[config.mk]
export PLATFORM = sky130hd
export DESIGN_NAME = fp2_inv_top
export DESIGN_NICKNAME = d
export VERILOG_FILES = /design/src/fp_pkg.sv /design/src/fp_mul.sv /design/src/fp_sub.sv /design/src/fp_mnr.sv /design/src/fp_inv.sv /design/src/fp2_inv_ctrl.sv /design/src/fp2_inv_top.sv
export SDC_FILE = /design/constraint.sdc
export NUM_CORES = 2
export LEC_CHECK = 0
export BUFFER_PORTS_ARGS = -buffer_cell sky130_fd_sc_hd__buf_2
export CORE_UTILIZATION = 50
export DETAILED_ROUTE_END_ITERATION = 16
export PLACE_DENSITY = 0.67
export SYNTH_ARGS = -nofsm -noshare
export SYNTH_HDL_FRONTEND = slang
export SYNTH_SLANG_ARGS = --single-unit
[constraint.sdc]
create_clock -name i_clk -period 24.1 [get_ports i_clk]
set_input_delay 1.205 -clock i_clk [delete_from_list [all_inputs] [get_ports i_clk]]
set_output_delay 1.205 -clock i_clk [all_outputs]
set_load 0.01 [all_outputs]
[src/fp_pkg.sv]
// Shared types and constants for the Fp2 inverse datapath, imported by every design unit
package fp_pkg;

  // One base-field element, always kept reduced below P_MOD
  typedef logic [15:0] fp_t;

  // Equation number carried with multiplier and subtractor operations
  typedef logic [2:0] tag_t;

  // Base-field prime
  localparam fp_t P_MOD = 16'd65521;

  // Quadratic non-residue, u^2 = BETA
  localparam fp_t BETA = 16'd17;

  // Pipeline depth of fp_mul
  localparam int MUL_LAT = 3;

  // Base-field inverter phases
  typedef enum logic [1:0] {
    IDLE,
    SQUARE,
    MULTIPLY,
    DONE
  } inv_state_t;

  // Fp2 inverse scheduler phases
  typedef enum logic [1:0] {
    LOAD,
    COMPUTE,
    EMIT
  } ctrl_state_t;

endpackage

[src/fp_mul.sv]
// Pipelined modular multiplier mod P_MOD with an equation tag, used as a shared scheduler unit
`timescale 1ns/1ps

module fp_mul (
  input  logic           i_clk,
  input  logic           i_rst,
  input  logic           i_valid,
  input  fp_pkg::fp_t    i_a,
  input  fp_pkg::fp_t    i_b,
  input  fp_pkg::tag_t   i_tag,
  output logic           o_ready,
  output logic           o_valid,
  output fp_pkg::fp_t    o_res,
  output fp_pkg::tag_t   o_tag,
  input  logic           i_ready
);
  import fp_pkg::*;

  logic [MUL_LAT-1:0]   vld;
  tag_t [MUL_LAT-1:0]   tag_pipe;
  logic [31:0]          s1_prod;
  logic [20:0]          s2_sum;
  logic [20:0]          fold1;
  logic [16:0]          fold2;
  logic                 advance;

  // Whole pipe moves only when the last stage can empty
  assign advance = ~o_valid | i_ready;
  assign o_ready = advance;

  // 2^16 mod P_MOD is 15, so the high half folds back scaled by 15
  assign fold1 = 21'(s1_prod[31:16]) * 21'd15 + 21'(s1_prod[15:0]);
  assign fold2 = 17'(s2_sum[20:16]) * 17'd15 + 17'(s2_sum[15:0]);

  always_ff @(posedge i_clk) begin
    if (i_rst) begin
      vld <= '0;
    end else if (advance) begin
      vld <= {vld[MUL_LAT-2:0], i_valid};
    end
  end

  always_ff @(posedge i_clk) begin
    if (advance) begin
      tag_pipe <= {tag_pipe[MUL_LAT-2:0], i_tag};
      s1_prod  <= 32'(i_a) * 32'(i_b);
      s2_sum   <= fold1;
      // At most one subtraction left after two folds
      o_res    <= (fold2 >= 17'(P_MOD)) ? 16'(fold2 - 17'(P_MOD)) : fold2[15:0];
    end
  end

  assign o_valid = vld[MUL_LAT-1];
  assign o_tag   = tag_pipe[MUL_LAT-1];

endmodule

[src/fp_sub.sv]
// Registered modular subtractor mod P_MOD with an equation tag, used as a shared scheduler unit
`timescale 1ns/1ps

module fp_sub (
  input  logic           i_clk,
  input  logic           i_rst,
  input  logic           i_valid,
  input  fp_pkg::fp_t    i_a,
  input  fp_pkg::fp_t    i_b,
  input  fp_pkg::tag_t   i_tag,
  output logic           o_ready,
  output logic           o_valid,
  output fp_pkg::fp_t    o_res,
  output fp_pkg::tag_t   o_tag,
  input  logic           i_ready
);
  import fp_pkg::*;

  logic [16:0] diff;

  // Bit 16 set means the difference borrowed
  assign diff    = {1'b0, i_a} - {1'b0, i_b};
  assign o_ready = ~o_valid | i_ready;

  always_ff @(posedge i_clk) begin
    if (i_rst) begin
      o_valid <= 1'b0;
    end else if (i_valid && o_ready) begin
      o_valid <= 1'b1;
    end else if (i_ready) begin
      o_valid <= 1'b0;
    end
  end

  always_ff @(posedge i_clk) begin
    if (i_valid && o_ready) begin
      o_res <= diff[16] ? diff[15:0] + P_MOD : diff[15:0];
      o_tag <= i_tag;
    end
  end

endmodule

[src/fp_mnr.sv]
// Registered multiply by the non-residue BETA mod P_MOD, serving the E2 step of the scheduler
`timescale 1ns/1ps

module fp_mnr (
  input  logic          i_clk,
  input  logic          i_rst,
  input  logic          i_valid,
  input  fp_pkg::fp_t   i_a,
  output logic          o_ready,
  output logic          o_valid,
  output fp_pkg::fp_t   o_res,
  input  logic          i_ready
);
  import fp_pkg::*;

  logic [20:0] scaled;
  logic [16:0] folded;

  // Constant 17 reduces to 16a + a
  assign scaled  = 21'(i_a) * 21'(BETA);
  assign folded  = 17'(scaled[20:16]) * 17'd15 + 17'(scaled[15:0]);
  assign o_ready = ~o_valid | i_ready;

  always_ff @(posedge i_clk) begin
    if (i_rst) begin
      o_valid <= 1'b0;
    end else if (i_valid && o_ready) begin
      o_valid <= 1'b1;
    end else if (i_ready) begin
      o_valid <= 1'b0;
    end
  end

  always_ff @(posedge i_clk) begin
    if (i_valid && o_ready) begin
      o_res <= (folded >= 17'(P_MOD)) ? 16'(folded - 17'(P_MOD)) : folded[15:0];
    end
  end

endmodule

[src/fp_inv.sv]
// Iterative base-field inverter computing a^(P_MOD-2), the E4 unit of the Fp2 inverse
`timescale 1ns/1ps

module fp_inv (
  input  logic          i_clk,
  input  logic          i_rst,
  input  logic          i_valid,
  input  fp_pkg::fp_t   i_a,
  output logic          o_ready,
  output logic          o_valid,
  output fp_pkg::fp_t   o_res,
  input  logic          i_ready
);
  import fp_pkg::*;

  inv_state_t state;
  fp_t        acc;
  fp_t        op;
  fp_t        inv_exp;
  logic [3:0] bit_idx;

  // Single-cycle product with the same two-fold reduction as fp_mul
  function automatic fp_t mod_mul(input fp_t x, input fp_t y);
    logic [31:0] prod;
    logic [20:0] f1;
    logic [16:0] f2;
    prod = 32'(x) * 32'(y);
    f1   = 21'(prod[31:16]) * 21'd15 + 21'(prod[15:0]);
    f2   = 17'(f1[20:16]) * 17'd15 + 17'(f1[15:0]);
    return (f2 >= 17'(P_MOD)) ? 16'(f2 - 17'(P_MOD)) : f2[15:0];
  endfunction

  // Fermat exponent, so zero maps to zero
  assign inv_exp = P_MOD - 16'd2;

  assign o_ready = (state == IDLE);
  assign o_valid = (state == DONE);
  assign o_res   = acc;

  always_ff @(posedge i_clk) begin
    if (i_rst) begin
      state <= IDLE;
    end else begin
      case (state)
        IDLE: if (i_valid) state <= SQUARE;
        SQUARE: begin
          if (inv_exp[bit_idx]) state <= MULTIPLY;
          else if (bit_idx == 4'd0) state <= DONE;
        end
        MULTIPLY: state <= (bit_idx == 4'd0) ? DONE : SQUARE;
        DONE: if (i_ready) state <= IDLE;
        default: state <= IDLE;
      endcase
    end
  end

  // Left-to-right square and multiply over the exponent bits
  always_ff @(posedge i_clk) begin
    case (state)
      IDLE: begin
        op      <= i_a;
        acc     <= 16'd1;
        bit_idx <= 4'd15;
      end
      SQUARE: begin
        acc <= mod_mul(acc, acc);
        if (!inv_exp[bit_idx] && bit_idx != 4'd0) bit_idx <= bit_idx - 4'd1;
      end
      MULTIPLY: begin
        acc <= mod_mul(acc, op);
        if (bit_idx != 4'd0) bit_idx <= bit_idx - 4'd1;
      end
      default: ;
    endcase
  end

endmodule

[src/fp2_inv_ctrl.sv]
// Scheduler for the Fp2 inverse, issuing equations E0 to E7 to the four shared field units
`timescale 1ns/1ps

module fp2_inv_ctrl (
  input  logic          i_clk,
  input  logic          i_rst,
  input  logic          i_valid,
  input  fp_pkg::fp_t   i_a0,
  input  fp_pkg::fp_t   i_a1,
  output logic          o_ready,
  output logic          o_valid,
  output fp_pkg::fp_t   o_c0,
  output fp_pkg::fp_t   o_c1,
  input  logic          i_ready,
  output logic          o_mul_valid,
  output fp_pkg::fp_t   o_mul_a,
  output fp_pkg::fp_t   o_mul_b,
  output fp_pkg::tag_t  o_mul_tag,
  input  logic          i_mul_ready,
  input  logic          i_mulr_valid,
  input  fp_pkg::fp_t   i_mulr_res,
  input  fp_pkg::tag_t  i_mulr_tag,
  output logic          o_mulr_ready,
  output logic          o_sub_valid,
  output fp_pkg::fp_t   o_sub_a,
  output fp_pkg::fp_t   o_sub_b,
  output fp_pkg::tag_t  o_sub_tag,
  input  logic          i_sub_ready,
  input  logic          i_subr_valid,
  input  fp_pkg::fp_t   i_subr_res,
  input  fp_pkg::tag_t  i_subr_tag,
  output logic          o_subr_ready,
  output logic          o_mnr_valid,
  output fp_pkg::fp_t   o_mnr_a,
  input  logic          i_mnr_ready,
  input  logic          i_mnrr_valid,
  input  fp_pkg::fp_t   i_mnrr_res,
  output logic          o_mnrr_ready,
  output logic          o_inv_valid,
  output fp_pkg::fp_t   o_inv_a,
  input  logic          i_inv_ready,
  input  logic          i_invr_valid,
  input  fp_pkg::fp_t   i_invr_res,
  output logic          o_invr_ready
);
  import fp_pkg::*;

  ctrl_state_t state;
  fp_t         a0, a1, t0, t1, c0, c1;
  logic [7:0]  eq_issued;
  logic [7:0]  eq_done;
  logic [7:0]  eq_ready;
  logic        res_rdy;
  logic        mul_ok, sub_ok;
  tag_t        mul_sel, sub_sel;

  // An equation may issue once its inputs are done
  always_comb begin
    eq_ready[0] = (state == COMPUTE);
    eq_ready[1] = (state == COMPUTE);
    eq_ready[2] = eq_done[1];
    eq_ready[3] = eq_done[0] & eq_done[2];
    eq_ready[4] = eq_done[3];
    eq_ready[5] = eq_done[4];
    eq_ready[6] = eq_done[4];
    eq_ready[7] = eq_done[6];
    eq_ready    = eq_ready & ~eq_issued;
  end

  // Lowest-numbered ready equation wins each shared unit
  always_comb begin
    mul_ok  = 1'b1;
    mul_sel = 3'd6;
    if (eq_ready[0]) mul_sel = 3'd0;
    else if (eq_ready[1]) mul_sel = 3'd1;
    else if (eq_ready[5]) mul_sel = 3'd5;
    else if (!eq_ready[6]) mul_ok = 1'b0;
    sub_ok  = eq_ready[3] | eq_ready[7];
    sub_sel = eq_ready[3] ? 3'd3 : 3'd7;
  end

  assign o_ready      = (state == LOAD);
  assign o_valid      = (state == EMIT);
  assign o_c0         = c0;
  assign o_c1         = c1;
  assign o_mulr_ready = res_rdy;
  assign o_subr_ready = res_rdy;
  assign o_mnrr_ready = res_rdy;
  assign o_invr_ready = res_rdy;

  always_ff @(posedge i_clk) begin
    if (i_rst) begin
      state       <= LOAD;
      eq_issued   <= '0;
      eq_done     <= '0;
      res_rdy     <= 1'b0;
      o_mul_valid <= 1'b0;
      o_sub_valid <= 1'b0;
      o_mnr_valid <= 1'b0;
      o_inv_valid <= 1'b0;
    end else begin
      res_rdy <= 1'b1;
      case (state)
        LOAD: if (i_valid) state <= COMPUTE;
        COMPUTE: if (eq_done[5] && eq_done[7]) state <= EMIT;
        EMIT: begin
          if (i_ready) begin
            state     <= LOAD;
            eq_issued <= '0;
            eq_done   <= '0;
          end
        end
        default: state <= LOAD;
      endcase

      // Issue side, one operation per unit per cycle
      if (!o_mul_valid || i_mul_ready) begin
        o_mul_valid <= mul_ok;
        if (mul_ok) eq_issued[mul_sel] <= 1'b1;
      end
      if (!o_sub_valid || i_sub_ready) begin
        o_sub_valid <= sub_ok;
        if (sub_ok) eq_issued[sub_sel] <= 1'b1;
      end
      if (!o_mnr_valid || i_mnr_ready) begin
        o_mnr_valid <= eq_ready[2];
        if (eq_ready[2]) eq_issued[2] <= 1'b1;
      end
      if (!o_inv_valid || i_inv_ready) begin
        o_inv_valid <= eq_ready[4];
        if (eq_ready[4]) eq_issued[4] <= 1'b1;
      end

      // Result side
      if (i_mulr_valid && res_rdy) eq_done[i_mulr_tag] <= 1'b1;
      if (i_subr_valid && res_rdy) eq_done[i_subr_tag] <= 1'b1;
      if (i_mnrr_valid && res_rdy) eq_done[2] <= 1'b1;
      if (i_invr_valid && res_rdy) eq_done[4] <= 1'b1;
    end
  end

  // Operand latches and temporaries
  always_ff @(posedge i_clk) begin
    if (i_valid && o_ready) begin
      a0 <= i_a0;
      a1 <= i_a1;
    end
    if (!o_mul_valid || i_mul_ready) begin
      o_mul_tag <= mul_sel;
      o_mul_a   <= (mul_sel == 3'd0 || mul_sel == 3'd5) ? a0 : a1;
      o_mul_b   <= (mul_sel == 3'd0) ? a0 : (mul_sel == 3'd1) ? a1 : t0;
    end
    if (!o_sub_valid || i_sub_ready) begin
      o_sub_tag <= sub_sel;
      // E7 negates t1
      o_sub_a   <= (sub_sel == 3'd3) ? t0 : 16'd0;
      o_sub_b   <= t1;
    end
    if (!o_mnr_valid || i_mnr_ready) o_mnr_a <= t1;
    if (!o_inv_valid || i_inv_ready) o_inv_a <= t0;

    if (i_mulr_valid && res_rdy) begin
      case (i_mulr_tag)
        3'd0: t0 <= i_mulr_res;
        3'd5: c0 <= i_mulr_res;
        // E1 and E6
        default: t1 <= i_mulr_res;
      endcase
    end
    if (i_subr_valid && res_rdy) begin
      if (i_subr_tag == 3'd7) c1 <= i_subr_res;
      else t0 <= i_subr_res;
    end
    if (i_mnrr_valid && res_rdy) t1 <= i_mnrr_res;
    if (i_invr_valid && res_rdy) t0 <= i_invr_res;
  end

endmodule

[src/fp2_inv_top.sv]
// Top level of the Fp2 inverse, joining the scheduler to the multiplier, subtractor, mnr and inverter
`timescale 1ns/1ps

module fp2_inv_top (
  input  logic          i_clk,
  input  logic          i_rst,
  input  logic          i_valid,
  input  fp_pkg::fp_t   i_a0,
  input  fp_pkg::fp_t   i_a1,
  output logic          o_ready,
  output logic          o_valid,
  output fp_pkg::fp_t   o_c0,
  output fp_pkg::fp_t   o_c1,
  input  logic          i_ready
);
  import fp_pkg::*;

  logic mul_valid, mul_ready, mulr_valid, mulr_ready;
  logic sub_valid, sub_ready, subr_valid, subr_ready;
  logic mnr_valid, mnr_ready, mnrr_valid, mnrr_ready;
  logic inv_valid, inv_ready, invr_valid, invr_ready;
  fp_t  mul_a, mul_b, mulr_res, sub_a, sub_b, subr_res;
  fp_t  mnr_a, mnrr_res, inv_a, invr_res;
  tag_t mul_tag, mulr_tag, sub_tag, subr_tag;

  fp2_inv_ctrl u_ctrl (
    .i_clk, .i_rst, .i_valid, .i_a0, .i_a1, .o_ready,
    .o_valid, .o_c0, .o_c1, .i_ready,
    .o_mul_valid(mul_valid), .o_mul_a(mul_a), .o_mul_b(mul_b), .o_mul_tag(mul_tag),
    .i_mul_ready(mul_ready), .i_mulr_valid(mulr_valid), .i_mulr_res(mulr_res),
    .i_mulr_tag(mulr_tag), .o_mulr_ready(mulr_ready),
    .o_sub_valid(sub_valid), .o_sub_a(sub_a), .o_sub_b(sub_b), .o_sub_tag(sub_tag),
    .i_sub_ready(sub_ready), .i_subr_valid(subr_valid), .i_subr_res(subr_res),
    .i_subr_tag(subr_tag), .o_subr_ready(subr_ready),
    .o_mnr_valid(mnr_valid), .o_mnr_a(mnr_a), .i_mnr_ready(mnr_ready),
    .i_mnrr_valid(mnrr_valid), .i_mnrr_res(mnrr_res), .o_mnrr_ready(mnrr_ready),
    .o_inv_valid(inv_valid), .o_inv_a(inv_a), .i_inv_ready(inv_ready),
    .i_invr_valid(invr_valid), .i_invr_res(invr_res), .o_invr_ready(invr_ready)
  );

  fp_mul u_mul (
    .i_clk, .i_rst, .i_valid(mul_valid), .i_a(mul_a), .i_b(mul_b), .i_tag(mul_tag),
    .o_ready(mul_ready), .o_valid(mulr_valid), .o_res(mulr_res), .o_tag(mulr_tag),
    .i_ready(mulr_ready)
  );

  fp_sub u_sub (
    .i_clk, .i_rst, .i_valid(sub_valid), .i_a(sub_a), .i_b(sub_b), .i_tag(sub_tag),
    .o_ready(sub_ready), .o_valid(subr_valid), .o_res(subr_res), .o_tag(subr_tag),
    .i_ready(subr_ready)
  );

  fp_mnr u_mnr (
    .i_clk, .i_rst, .i_valid(mnr_valid), .i_a(mnr_a), .o_ready(mnr_ready),
    .o_valid(mnrr_valid), .o_res(mnrr_res), .i_ready(mnrr_ready)
  );

  fp_inv u_inv (
    .i_clk, .i_rst, .i_valid(inv_valid), .i_a(inv_a), .o_ready(inv_ready),
    .o_valid(invr_valid), .o_res(invr_res), .i_ready(invr_ready)
  );

endmodule

==> metrics.cfg <==
[status]
outcome=finished clean

[place]
dpl_cell_area_um2=51000
gp_congestion=0.907
dp_worst_setup_slack_ns=9.01
dp_cells=6220
io_buffers=69
hpwlAfterDp_um=90100

[grt]
grt_pass1_vias=35486
grt_start_max_net_pins=54
use_met3_pct=2.03
grt_busiest_layer=met2
gr-usage-all-layers_pct=23.6
grt_overflow_total=0
antenna_found_initial=4
met2_usage_pct=41.0
met1_usage_pct=32.4
grt_pass1_wl_um=187000

[final_layout]
drive_gt1_share_pct=4.88
layout_commonest_cell=inv_1
final_area_um2=52400
area_delta_synth_final_pct=6.17
final_cells=6302
layout_common_cells=inv_1, fa_1, ha_1
fillers=8725
fin_nets=6251

[floorplan]
die-width_um=316
fp.dieH_um=316
dieArea_um2=100000
rows=114
num_io_pins=70
initial_core_util_pct=50.8
core_area_um2=97300

[pwr]
p_seq_share_pct=19.9
swShare_pct=48.1
powerDensity_nw_per_um2=132
ir_worst_vdd_mv=0.310
intPower_mw=3.60
power_frac_comb_pct=70.7
p_leak_nw=25.9
p_switching_mw=3.33
clock_power_share_pct=9.3

[sta]
final.min_clock_period_ns=15.21
tns_ns=0
tightest_slew_ns=1.13
setup_slack_ns=8.89
skew_ns=0.0354
setup_violations=0
relSlewSlack_pct=24.6
fmax_ghz=0.0658
rsz0062_at_grt=no
hold_viol_final=0
final_max_slew_viol_count=0
finalCritPeriodShare_pct=63.1

[critical_path]
path_common_cell=fa_1
crit_path_end_kind=flop
slowest_delay_ns=0.74
worstPathArrival_ns=15.48
cpMaxStageDelayCell=edfxtp_1
critPathLaunchType=flop
cp.required_ns=24.37
path_class=reg2reg
crit_fanout=16

[detailed_routing]
num_vias=33972
antenna_left=0
first_pass_iters=5
drt_wl_total_um=113000
wl_per_cell_um=17.9
drt_iter0_drc=2163
viasPerCell=5.39
drc=0

[clock_network]
cts_buffers=43
htreeDepth=2
clk_transition_reported_paths_ns=0.06
clk_latency_ns=0.58
post_cts_resized=0
postCtsHoldBufs=0
clock-root-buffer=clkbuf_16
cts.sinks=374
postCtsSetupRepairBufs=0
cts_tree=built
clk_path_buf_depth=3

[logic_synthesis]
synthXorXnorAreaFrac_pct=5.51
syn-num-nets=6253
synthAdderAreaFrac_pct=41.7
synth_edf_count=327
postSynthRegisterBits=374
synthMuxAreaShare_pct=1.63
synthFlopType=edfxtp_1
yosys.area_share.simple_pct=12.9
synth-compound-area-share_pct=8.45
synth_top_family_by_area=adder cells
syn_inst=4991
synthArstFlopShare_pct=0
yosysSeqAreaShare_pct=21.8
syn_area_um2=49400
synth.distinct_cells=92
avgSynthCellArea_um2=9.89
ys_warn_count=0

[flow_run]
drv_cap=0

[worst_hold_path]
hold_path_class=reg2reg

## sequential cells by signal, indices dropped and copies added (netlist names), 4 cells and up, named ones only
signal / count
u_ctrl.o_sub_a: 16
u_ctrl.o_c1: 16
u_sub.o_res: 16
u_mul.tag_pipe: 6
u_ctrl.a1: 16
u_mnr.o_res: 16
u_ctrl.o_sub_b: 16
u_mul.o_res: 16
u_mul.s2_sum: 21
u_inv.op: 16
u_ctrl.o_mnr_a: 16
u_inv.o_res: 16
u_ctrl.t1: 16
u_ctrl.a0: 16
u_ctrl.eq_issued: 8
u_ctrl.o_c0: 16
u_mul.s1_prod: 32
u_ctrl.o_inv_a: 16
u_ctrl.o_mul_a: 16
u_inv.bit_idx: 4
u_ctrl.eq_done: 8
u_ctrl.o_mul_b: 16
u_ctrl.t0: 16
## critical path: cells and delay by family (launching register included)
family	cells	cell delay, ns
adders and majority gates	14	6.46
AOI/OAI and AO/OA	16	4.12
and+or+nand+nor	6	1.73
xor gates and xnor gates	5	1.24
DFF	1	0.74
buffers and inverters	6	0.36
muxes	1	0.27
## per-stage QoR
stage | utilization (%) | power, mW | hold slack (ns)
6_report | 53.9 | 6.93 | 0.413
5_1_grt | 53.9 | 7.65 | 0.422
4_1_cts | 53.9 | 7.00 | 0.415
3_5_place_dp | 52.4 | 6.27 | 0.405
3_3_place_gp | 52.4 | 6.22 | 0.401
2_1_floorplan | - | 5.01 | 0.400
## final timing paths
path                         endpoint  cells after the start  slack [ns]                    startpoint
max          u_inv.o_res[1]$_DFFE_PN_                     48        8.89         u_inv.op[1]$_DFFE_PP_
min reg2reg    u_inv.op[14]$_DFFE_PP_                      0        0.41  u_ctrl.o_inv_a[14]$_DFFE_PN_
min            u_inv.op[14]$_DFFE_PP_                      0        0.41  u_ctrl.o_inv_a[14]$_DFFE_PN_
max reg2reg  u_inv.o_res[1]$_DFFE_PN_                     48        8.89         u_inv.op[1]$_DFFE_PP_
## cell families (layout without fill, tap and decap cells)
family | after synthesis | count (layout)
AO/OA/AOI/OAI | 634 | 634
XOR/XNOR | 308 | 308
adder cells (fa/ha/maj) | 1240 | 1240
buffers and inverters | 1055 | 1088
flip-flops | 374 | 374
multiplexers | 76 | 76
other | 0 | 2
AND/OR/NAND/NOR | 1304 | 1304
## power by group through the flow
| stage | Combinational (mW) | Sequential [mW] | Clock [mW] |
|---|---|---|---|
| finish | 4.90 | 1.38 | 0.648 |
| global route | 5.57 | 1.40 | 0.684 |
| CTS | 4.96 | 1.38 | 0.660 |
| detailed placement | 4.88 | 1.39 | 0 |
| global placement | 4.82 | 1.39 | 0 |
| floorplan | 3.80 | 1.21 | 0 |
## cell type report
type                            count  area (µm²)  share of cell area [%]
Multi-Input combinational cell   3562       34700                    66.1
Sequential cell                   374       10800                    20.5
Inverter                          908        3410                    6.50
Tap cell                         1276        1600                    3.05
Clock buffer                       55        1190                    2.28
Timing Repair Buffer              100         578                    1.10
Clock inverter                     25         223                   0.425
Antenna cell                        2        5.00                 0.00955
## synth_stat cells, types with 14 or more instances
library cell	number	area (µm²)
inv_1	908	3410
fa_1	683	13700
ha_1	543	6790
nand2_1	536	2010
edfxtp_1	327	9820
and2_1	302	1890
xnor2_1	208	1820
nor2_1	179	672
a21oi_1	157	786
o21ai_0	142	711
clkbuf_1	140	526
xor2_1	98	858
a21o_1	93	698
nand3_1	50	250
dfxtp_1	47	941
mux2i_1	41	410
nor3_1	40	200
o21a_1	38	285
nor2b_1	37	231
mux2_2	34	383
and3_1	33	206
nand2b_1	32	200
o21bai_1	21	158
a211oi_1	20	150
nor4_1	18	113
o31ai_1	17	128
a31oi_1	16	100
nand4_1	15	93.8
maj3_1	14	140
o211ai_1	14	105
## layer usage
layer	routed length [µm]	up-vias
met2	55700	736
met3	5040	124
li1	-	16081
met4	2100	0
met5	0	-
met1	50300	17031
Note: power is estimated with default switching activity, not from simulation.
